$ cat src/xnorLayer_defines.svh
`ifndef XNORLAYER_DEFINES_SVH
`define XNORLAYER_DEFINES_SVH

// ********************
// layer sizes.
// ********************
`define N_IN     8
`define M_ROWS   4
`define MAX_LEN  4
`define NNZ      10

// slot index and score widths.
`define SLOT_W   ($clog2(`MAX_LEN))
`define SCORE_W  ($clog2(2 * `MAX_LEN + 1))

// ********************
// compressed-row weights.
// ********************
// row 0 has 2 nonzeros, row 1 is empty, rows 2 and 3 hold MAX_LEN each.
// sign bit k belongs to nonzero k, a 1 means a +1 weight.
`define W_SIGNS    10'b10_1100_1101

// input column of each nonzero, byte k for nonzero k.
`define W_COLS     80'h01_06_05_02_07_04_03_00_06_01

// start index of each row, byte M_ROWS closes the last row.
`define W_ROWSTART 40'h0A_06_02_02_00

`endif

$ cat src/xnorLayerPkg.sv
`include "xnorLayer_defines.svh"

package xnorLayerPkg;

  // ********************
  // datapath types.
  // ********************

  // one input vector as captured on start.
  typedef logic [`N_IN-1:0] inVecT;

  // index of the nonzero slot being walked.
  typedef logic [`SLOT_W-1:0] slotT;

  // corrected row score, 2*matches + MAX_LEN - rowLen.
  typedef logic [`SCORE_W-1:0] scoreT;

  // ********************
  // control types.
  // ********************

  // idle waits for start, run walks the slots, finish flags the result.
  typedef enum logic [1:0] {
    idle   = 2'd0,
    run    = 2'd1,
    finish = 2'd2
  } ctrlStateT;

endpackage

$ cat src/accumIf.sv
`timescale 1ns/1ps

interface accumIf;
  import xnorLayerPkg::*;

  // zeroes every match counter.
  logic clear;
  // add the current slot this cycle.
  logic step;
  // nonzero slot being walked.
  slotT slot;
  // high on the final slot of the walk.
  logic lastSlot;

  // sequencer side.
  modport ctrl (output clear, output step, input lastSlot);

  // slot counter side.
  modport count (input clear, input step, output slot, output lastSlot);

  // row accumulators only listen.
  modport accum (input clear, input step, input slot);

endinterface

$ cat src/layerControl.sv
`timescale 1ns/1ps

module layerControl (
  input  logic  clk,
  input  logic  rst,
  input  logic  start,
  output logic  busy,
  output logic  done,
  accumIf.ctrl  acc
);
  import xnorLayerPkg::*;

  ctrlStateT state;
  ctrlStateT nextState;

  // ********************
  // next state.
  // ********************
  always_comb begin
    nextState = state;
    case (state)
      idle: begin
        if (start) begin
          nextState = run;
        end
      end
      run: begin
        // the walk ends on the slot that raises lastSlot.
        if (acc.lastSlot) begin
          nextState = finish;
        end
      end
      finish: begin
        // a start in the done cycle is taken right away.
        if (start) begin
          nextState = run;
        end else begin
          nextState = idle;
        end
      end
      default: begin
        nextState = idle;
      end
    endcase
  end

  always_ff @(posedge clk or posedge rst) begin
    if (rst) begin
      state <= idle;
    end else begin
      state <= nextState;
    end
  end

  // ********************
  // outputs.
  // ********************
  // a start is only accepted outside the walk.
  assign acc.clear = start && (state != run);
  assign acc.step  = (state == run);

  assign busy = (state == run);
  assign done = (state == finish);

endmodule

$ cat src/slotCounter.sv
`timescale 1ns/1ps

`include "xnorLayer_defines.svh"

module slotCounter (
  input  logic  clk,
  input  logic  rst,
  accumIf.count acc
);
  import xnorLayerPkg::*;

  localparam slotT LAST_SLOT = slotT'(`MAX_LEN - 1);

  // terminal flag comes straight from the count.
  assign acc.lastSlot = (acc.slot == LAST_SLOT);

  // ********************
  // slot index.
  // ********************
  // clear wins over step, so a new walk always begins at slot 0.
  always_ff @(posedge clk or posedge rst) begin
    if (rst) begin
      acc.slot <= '0;
    end else if (acc.clear) begin
      acc.slot <= '0;
    end else if (acc.step && !acc.lastSlot) begin
      acc.slot <= acc.slot + 1'b1;
    end
  end

  // holds at the last slot until the next clear.

endmodule

$ cat src/xnorLayerTop.sv
`timescale 1ns/1ps

`include "xnorLayer_defines.svh"

module xnorLayerTop (
  input  logic                          clk,
  input  logic                          rst,
  input  logic                          start,
  input  logic [`N_IN-1:0]              inVec,
  output logic                          busy,
  output logic                          done,
  output logic [`M_ROWS*`SCORE_W-1:0]   scores
);
  import xnorLayerPkg::*;

  scoreT rowScores [`M_ROWS];

  // ********************
  // slot-step bus.
  // ********************
  accumIf accBus ();

  layerControl uControl (
    .clk   (clk),
    .rst   (rst),
    .start (start),
    .busy  (busy),
    .done  (done),
    .acc   (accBus.ctrl)
  );

  slotCounter uCounter (
    .clk (clk),
    .rst (rst),
    .acc (accBus.count)
  );

  xnorSparseMatVec uMatVec (
    .clk    (clk),
    .rst    (rst),
    .start  (start),
    .inVec  (inVec),
    .acc    (accBus.accum),
    .scores (rowScores)
  );

  // row 0 sits in the low bits.
  for (genvar r = 0; r < `M_ROWS; r++) begin : gFlat
    assign scores[r*`SCORE_W +: `SCORE_W] = rowScores[r];
  end

endmodule

$ cat src/xnorRowAccum.sv
`timescale 1ns/1ps

`include "xnorLayer_defines.svh"

module xnorRowAccum #(
  parameter int ROW_LEN = 1
) (
  input  logic               clk,
  input  logic               rst,
  accumIf.accum              acc,
  input  logic               matchBit,
  output xnorLayerPkg::scoreT score
);
  import xnorLayerPkg::*;

  // enough bits to count every slot of the longest row.
  localparam int CNT_W = $clog2(`MAX_LEN + 1);

  // constant part of the score.
  localparam scoreT OFFSET = scoreT'(`MAX_LEN - ROW_LEN);

  logic [CNT_W-1:0] matchCnt;
  logic             slotLive;

  // slots past the row length carry no weight.
  assign slotLive = (int'(acc.slot) < ROW_LEN);

  // ********************
  // match counter.
  // ********************
  always_ff @(posedge clk or posedge rst) begin
    if (rst) begin
      matchCnt <= '0;
    end else if (acc.clear) begin
      matchCnt <= '0;
    end else if (acc.step && slotLive && matchBit) begin
      matchCnt <= matchCnt + 1'b1;
    end
  end

  // ********************
  // score correction.
  // ********************
  // a mismatch counts as -1, a match as +1, so
  // sum = 2*matches - ROW_LEN, shifted up by MAX_LEN to stay unsigned.
  assign score = (scoreT'(matchCnt) << 1) + OFFSET;

endmodule

$ cat src/xnorSparseMatVec.sv
`timescale 1ns/1ps

`include "xnorLayer_defines.svh"

module xnorSparseMatVec (
  input  logic                clk,
  input  logic                rst,
  input  logic                start,
  input  xnorLayerPkg::inVecT inVec,
  accumIf.accum               acc,
  output xnorLayerPkg::scoreT scores [`M_ROWS]
);
  import xnorLayerPkg::*;

  // ********************
  // weight tables.
  // ********************
  localparam logic [`NNZ-1:0]              SIGNS     = `W_SIGNS;
  localparam logic [`NNZ*8-1:0]            COLS      = `W_COLS;
  localparam logic [(`M_ROWS+1)*8-1:0]     ROW_START = `W_ROWSTART;

  inVecT inReg;

  // input vector, taken only on a start outside the walk.
  always_ff @(posedge clk) begin
    if (start && !acc.step) begin
      inReg <= inVec;
    end
  end

  // ********************
  // rows.
  // ********************
  for (genvar j = 0; j < `M_ROWS; j++) begin : gRow
    localparam int FIRST = ROW_START[j*8 +: 8];
    localparam int LEN   = ROW_START[(j+1)*8 +: 8] - FIRST;

    if (LEN != 0) begin : gLive
      // xnor of weight sign and input bit, one entry per slot.
      logic [`MAX_LEN-1:0] slotMatch;
      logic                matchBit;

      for (genvar i = 0; i < `MAX_LEN; i++) begin : gSlot
        if (i < LEN) begin : gUsed
          localparam int COL = COLS[(FIRST+i)*8 +: 8];

          if (SIGNS[FIRST+i]) begin : gPos
            assign slotMatch[i] = inReg[COL];
          end else begin : gNeg
            assign slotMatch[i] = ~inReg[COL];
          end
        end else begin : gPad
          assign slotMatch[i] = 1'b0;
        end
      end

      // pick the slot being walked.
      assign matchBit = slotMatch[acc.slot];

      xnorRowAccum #(
        .ROW_LEN (LEN)
      ) uAccum (
        .clk      (clk),
        .rst      (rst),
        .acc      (acc),
        .matchBit (matchBit),
        .score    (scores[j])
      );
    end else begin : gEmpty
      // no weights, so the score never moves off its offset.
      assign scores[j] = scoreT'(`MAX_LEN);
    end
  end

endmodule
$ cat config.mk
export PLATFORM = sky130hd
export DESIGN_NAME = xnorLayerTop
export DESIGN_NICKNAME = d
export VERILOG_FILES = /design/src/xnorLayerPkg.sv /design/src/accumIf.sv /design/src/layerControl.sv /design/src/slotCounter.sv /design/src/xnorLayerTop.sv /design/src/xnorRowAccum.sv /design/src/xnorSparseMatVec.sv
export VERILOG_INCLUDE_DIRS = /design/src
export SDC_FILE = /design/constraint.sdc
export NUM_CORES = 1
export LEC_CHECK = 0
export ABC_AREA = 1
export BUFFER_PORTS_ARGS = -buffer_cell sky130_fd_sc_hd__clkbuf_2
export CORE_AREA = 10 10 64 66
export CTS_BUF_LIST = sky130_fd_sc_hd__clkbuf_8
export CTS_CLUSTER_SIZE = 8
export DETAILED_ROUTE_END_ITERATION = 7
export DIE_AREA = 0 0 74 76
export GPL_ROUTABILITY_DRIVEN = 0
export SYNTH_ARGS = -nofsm -noshare
export SYNTH_HDL_FRONTEND = slang
export SYNTH_SLANG_ARGS = --single-unit
$ cat constraint.sdc
create_clock -name clk -period 1.8 [get_ports clk]
set_clock_uncertainty 0.1 [all_clocks]
set_input_delay 0.36 -clock clk [delete_from_list [all_inputs] [get_ports clk]]
set_output_delay 0.36 -clock clk [all_outputs]
set_load 0.02 [all_outputs]
# --- After elaboration in Yosys (flattened, before gate mapping) ---
# Index checks and enable logic that the tools add are counted.
word_totals:
  regBits: 21
  latchBits: 0
  ram_bits: 0
  mem_bits_ro: 0
  output_inout_bits: 18
  mem_count: 0
classes:
  n_addsub: 5
  multipliers: 0
  div: 0
  order_cmp: 2
  n_eq_ne: 6
  shifts: 0
  n_mux: 18
  bitwise_logic: 3
  reduce_logical: 15
op_table:
  columns: ["op", "count"]
  rows:
  - ["$mux W3", 6]
  - ["$add A3 B1 Y3 const B", 3]
  - ["$mux W2", 4]
  - ["$reduce_bool A2 Y1", 4]
  - ["$logic_and A1 B1 Y1", 7]
  - ["$bmux W1 S2", 3]
  - ["$pmux W2 S3", 1]
  - ["$add A4 B2 Y4 const B", 1]
  - ["$eq A2 B2 Y1 const B", 2]
  - ["$mux W1", 4]
  - ["$ne A2 B2 Y1 const B", 2]
  - ["$lt A2 B3 Y1 const B", 1]
  - ["$not A1 Y1", 3]
  - ["$add A2 B1 Y2 const B", 1]
  - ["$eq A2 B1 Y1 const B", 1]
  - ["$logic_not A1 Y1", 2]
  - ["$logic_not A2 Y1", 1]
  - ["$lt A2 B2 Y1 const B", 1]
  - ["$ne A2 B1 Y1 const B", 1]
  - ["$reduce_and A2 Y1", 1]

# --- Logic depth before layout (Yosys ltp) ---
depth:
  word_depth: 6
  mapped_depth: 8
  depth_no_buf: 7

# --- Modules after synthesis ---
# A second synthesis with hierarchy kept.
hier_totals:
  hier_cells: 138
  hier_area_um2: 1131.1
modules_own_cells:
  columns: ["mod", "n_inst", "cells_per_inst", "area_per_inst_um2", "seq_area_each_um2"]
  rows:
  - ["xnorSparseMatVec", 1, 40, 384.1, 240.2]
  - ["xnorRowAccum (uMatVec.gRow[2].gLive.uAccum ...)", 2, 23, 172.7, 75.1]
  - ["xnorRowAccum (uMatVec.gRow[0].gLive.uAccum)", 1, 22, 176.4, 75.1]
  - ["layerControl", 1, 16, 115.1, 50.0]
  - ["slotCounter", 1, 14, 110.1, 50.0]

# --- Least setup slack after synthesis ---
# OpenSTA, ideal clock, no wires.
synth_path:
  path_type: "register to output"
  start: "reg uMatVec.gRow[0].gLive.uAccum.matchCnt[0]"
  end: "out scores[3]"
  arrival_ns: 0.976
  t_required_ns: 1.340
  setup_slack_ns: 0.364
  stages_incl_launch_ff: 3
  path_buffers: 0
  cell_sequence: "dfrtp_1 -> ha_1 -> xor2_1"
synth_between:
  elab_chain_cells: 1
synth_lines:
  columns: ["item", "line", "rtl"]
  rows:
  - ["start, declared", "xnorRowAccum.sv:22", "logic [CNT_W-1:0] matchCnt;"]
  - ["start signal, assigned", "xnorRowAccum.sv:37", "matchCnt <= matchCnt + 1'b1;"]
  - ["$add A4 B2 Y4", "xnorRowAccum.sv:46", "assign score = (scoreT'(matchCnt) << 1) + OFFSET;"]
  - ["end, declared", "xnorLayerTop.sv:12", "output logic [`M_ROWS*`SCORE_W-1:0] scores"]
# Every way passes these cells.

# --- Final worst setup path ---
# Same ends and word-level chain as after synthesis.

==> results.cfg <==
[timing]
fin_crit_sh = 0.944
max_slew_margin = 0.663
rsz0062_at_grt = no
setup_viol = 0
slew_violations = 0
fmax_ghz = 0.588
tightest_slew_ps = 505
tns_ps = 0
whs_ps = -5.84
post-route-min-period_ps = 1700
hold_violations = 13
setup_ws_ps = 100

[finish]
antennaDiodeCount = 0
synthToLayoutAreaGrowth_pct = 12.9
layout.nets = 150
final_common_cell = nand2_1
drive_above_1_share = 0.269
layout_common_cells = nand2_1, nand3_1, clkbuf_2

[pwr]
power_density_nw_per_um2 = 1750
p_leak_nw = 0.675
finalPower_w = 0.00212
ir_drop_mv = 1.06

[outcome]
violations = hold timing
outcome = finished with violations

[clocking]
htreeDepth = 1
cts.sinks = 21
cts_tree = yes
clk_path_buf_depth = 2
cts_buffers = 3
root_buffer = clkbuf_8
cts.clk_slew.worst_paths_ps = 80
clk-insertion-delay-late_ps = 260

[synthesis]
yosys_warnings = 0
yosysUniqueCellTypes = 19
avgSynthCellArea_um2 = 9.53
ys_ff_latch = 21
netlist_instances = 113
yosysSeqAreaShare = 0.525
syn_area_um2 = 1080

[route]
drt-initial-drc-count = 20
via_per_inst = 4.63
via_count = 773
ant_nets = 0
drc = 0
drt_pre_antenna_iters = 3
wl_per_cell_um = 11.6
routed_wirelength_um = 1940

[floorplan]
die_x_um = 74
initial_utilization = 0.368
core_area_um2 = 2930
fp.dieH_um = 76
io_pins = 29
die_area_um2 = 5620
std_cell_rows = 20

[setup_path]
crit_path_start_kind = register
worstPathRequired_ps = 1340
worstPathArrival_ps = 1240
path_max_fanout = 3
crit_path_end_kind = output pin
rrSetupSlack_ps = 420
crit_type = register to output pin

[global_routing]
grt.overflow.total = 0
grt_max_degree = 14
grt_pass1_vias = 743
antenna_found_initial = 0
grtUsageTotal = 0.0696
grt_pass1_wl_um = 3280

[job]
maxCapViolCount = 0

[placed_design]
port_buffers = 21
dp_hpwl_um = 1570
dp_worst_setup_slack_ps = 353

[min_path]
hold_class = input port to asynchronous set/reset pin
-- area by class of cell --
| class | count | area (µm²) |
|---|---|---|
| fill | 290 | 1710 |
| sequential | 21 | 566 |
| multi-input combinational | 72 | 389 |
| timing repair buffer | 22 | 115 |
| inverter | 15 | 58.8 |
| clock buffer | 3 | 41.3 |
| tap | 33 | 41.3 |
| clock inverter | 1 | 5.00 |
-- critical path, cell delays in order, from the launching register on --
cell,delay [ps]
dfrtp_1,410
ha_1,210
xor2_1,190
buf_4,170
-- metrics by stage --
stage               cells  hold slack (ps)  cell area [µm²]  utilization
detailed placement    163              312             1170        0.399
global route          167             48.4             1220        0.415
global placement      163              302             1170        0.399
finish                167            -5.84             1220        0.415
CTS                   167             31.4             1210        0.415
floorplan             118              137             1100            -
-- synth_stat cells --
| library cell | instances | area share |
|---|---|---|
| buf_6 | 2 | 0.021 |
| nor2_4 | 1 | 0.010 |
| o21ai_0 | 1 | 0.0046 |
| nand3_1 | 21 | 0.098 |
| xor2_1 | 3 | 0.024 |
| inv_4 | 1 | 0.0058 |
| conb_1 | 2 | 0.0070 |
| dfrtp_1 | 13 | 0.30 |
| buf_4 | 8 | 0.056 |
| nand3b_1 | 2 | 0.014 |
| nand2_4 | 1 | 0.010 |
| ha_1 | 4 | 0.046 |
| edfxtp_1 | 8 | 0.22 |
| nor2_1 | 2 | 0.0070 |
| inv_1 | 12 | 0.042 |
| nand2_1 | 25 | 0.087 |
| nand2_2 | 4 | 0.023 |
| inv_2 | 2 | 0.0070 |
| nand4_2 | 1 | 0.012 |
-- worst paths after layout --
path                                                                      startpoint  cells after the start                                              endpoint
worst max-delay path            uMatVec.gRow[0].gLive.uAccum.matchCnt[0]$_DFFE_PP0P_                      3                                             scores[3]
worst min-delay path                                                             rst                      2  uMatVec.gRow[0].gLive.uAccum.matchCnt[2]$_DFFE_PP0P_
worst max register to register                         uControl.state[0]$_DFFE_PP0P_                      5                            uMatVec.inReg[4]$_DFFE_PP_
worst min register to register  uMatVec.gRow[0].gLive.uAccum.matchCnt[1]$_DFFE_PP0P_                      2  uMatVec.gRow[0].gLive.uAccum.matchCnt[1]$_DFFE_PP0P_
max in group asynchronous                                                        rst                      2  uMatVec.gRow[2].gLive.uAccum.matchCnt[0]$_DFFE_PP0P_
min in group clk                                                            inVec[0]                      1                            uMatVec.inReg[0]$_DFFE_PP_
-- routing by layer --
metal  up-vias  track usage  wire length [µm]
li1        388            -                 -
met1       356       0.0812               825
met2        26        0.114               893
met3         3       0.0273               202
met4         0       0.0168                15
met5         -            0                 0
-- cell families after synthesis --
kind of cell | after synthesis | share of synthesized area
AO/OA/AOI/OAI | 1 | 0.00464
buffers and inverters | 25 | 0.131
flip-flops | 21 | 0.525
adder cells (fa/ha/maj) | 4 | 0.0465
AND/OR/NAND/NOR | 57 | 0.261
XOR/XNOR | 3 | 0.0244
other | 2 | 0.00697
-- sequential cells by signal (all words and copies together), names as in the netlist --
signal and cells:
uMatVec.gRow.gLive.uAccum.matchCnt 9, uMatVec.inReg 8, uControl.state 2, uCounter.acc.slot 2
-- power by group --
group	internal, W	switching, W	total (W)
Sequential	0.000670	0.000136	0.000806
Combinational	0.000350	0.000656	0.00101
Clock	0.000154	0.000158	0.000312
Total	0.00117	0.000949	0.00212
-- repair_timing --
item / CTS / global route
setup endpoints to repair: 0 / 1
resized for setup: 0 / 2
hold buffers: 0 / 0
setup buffers: 0 / 0
No activity file was read; power rests on OpenSTA's default activity.
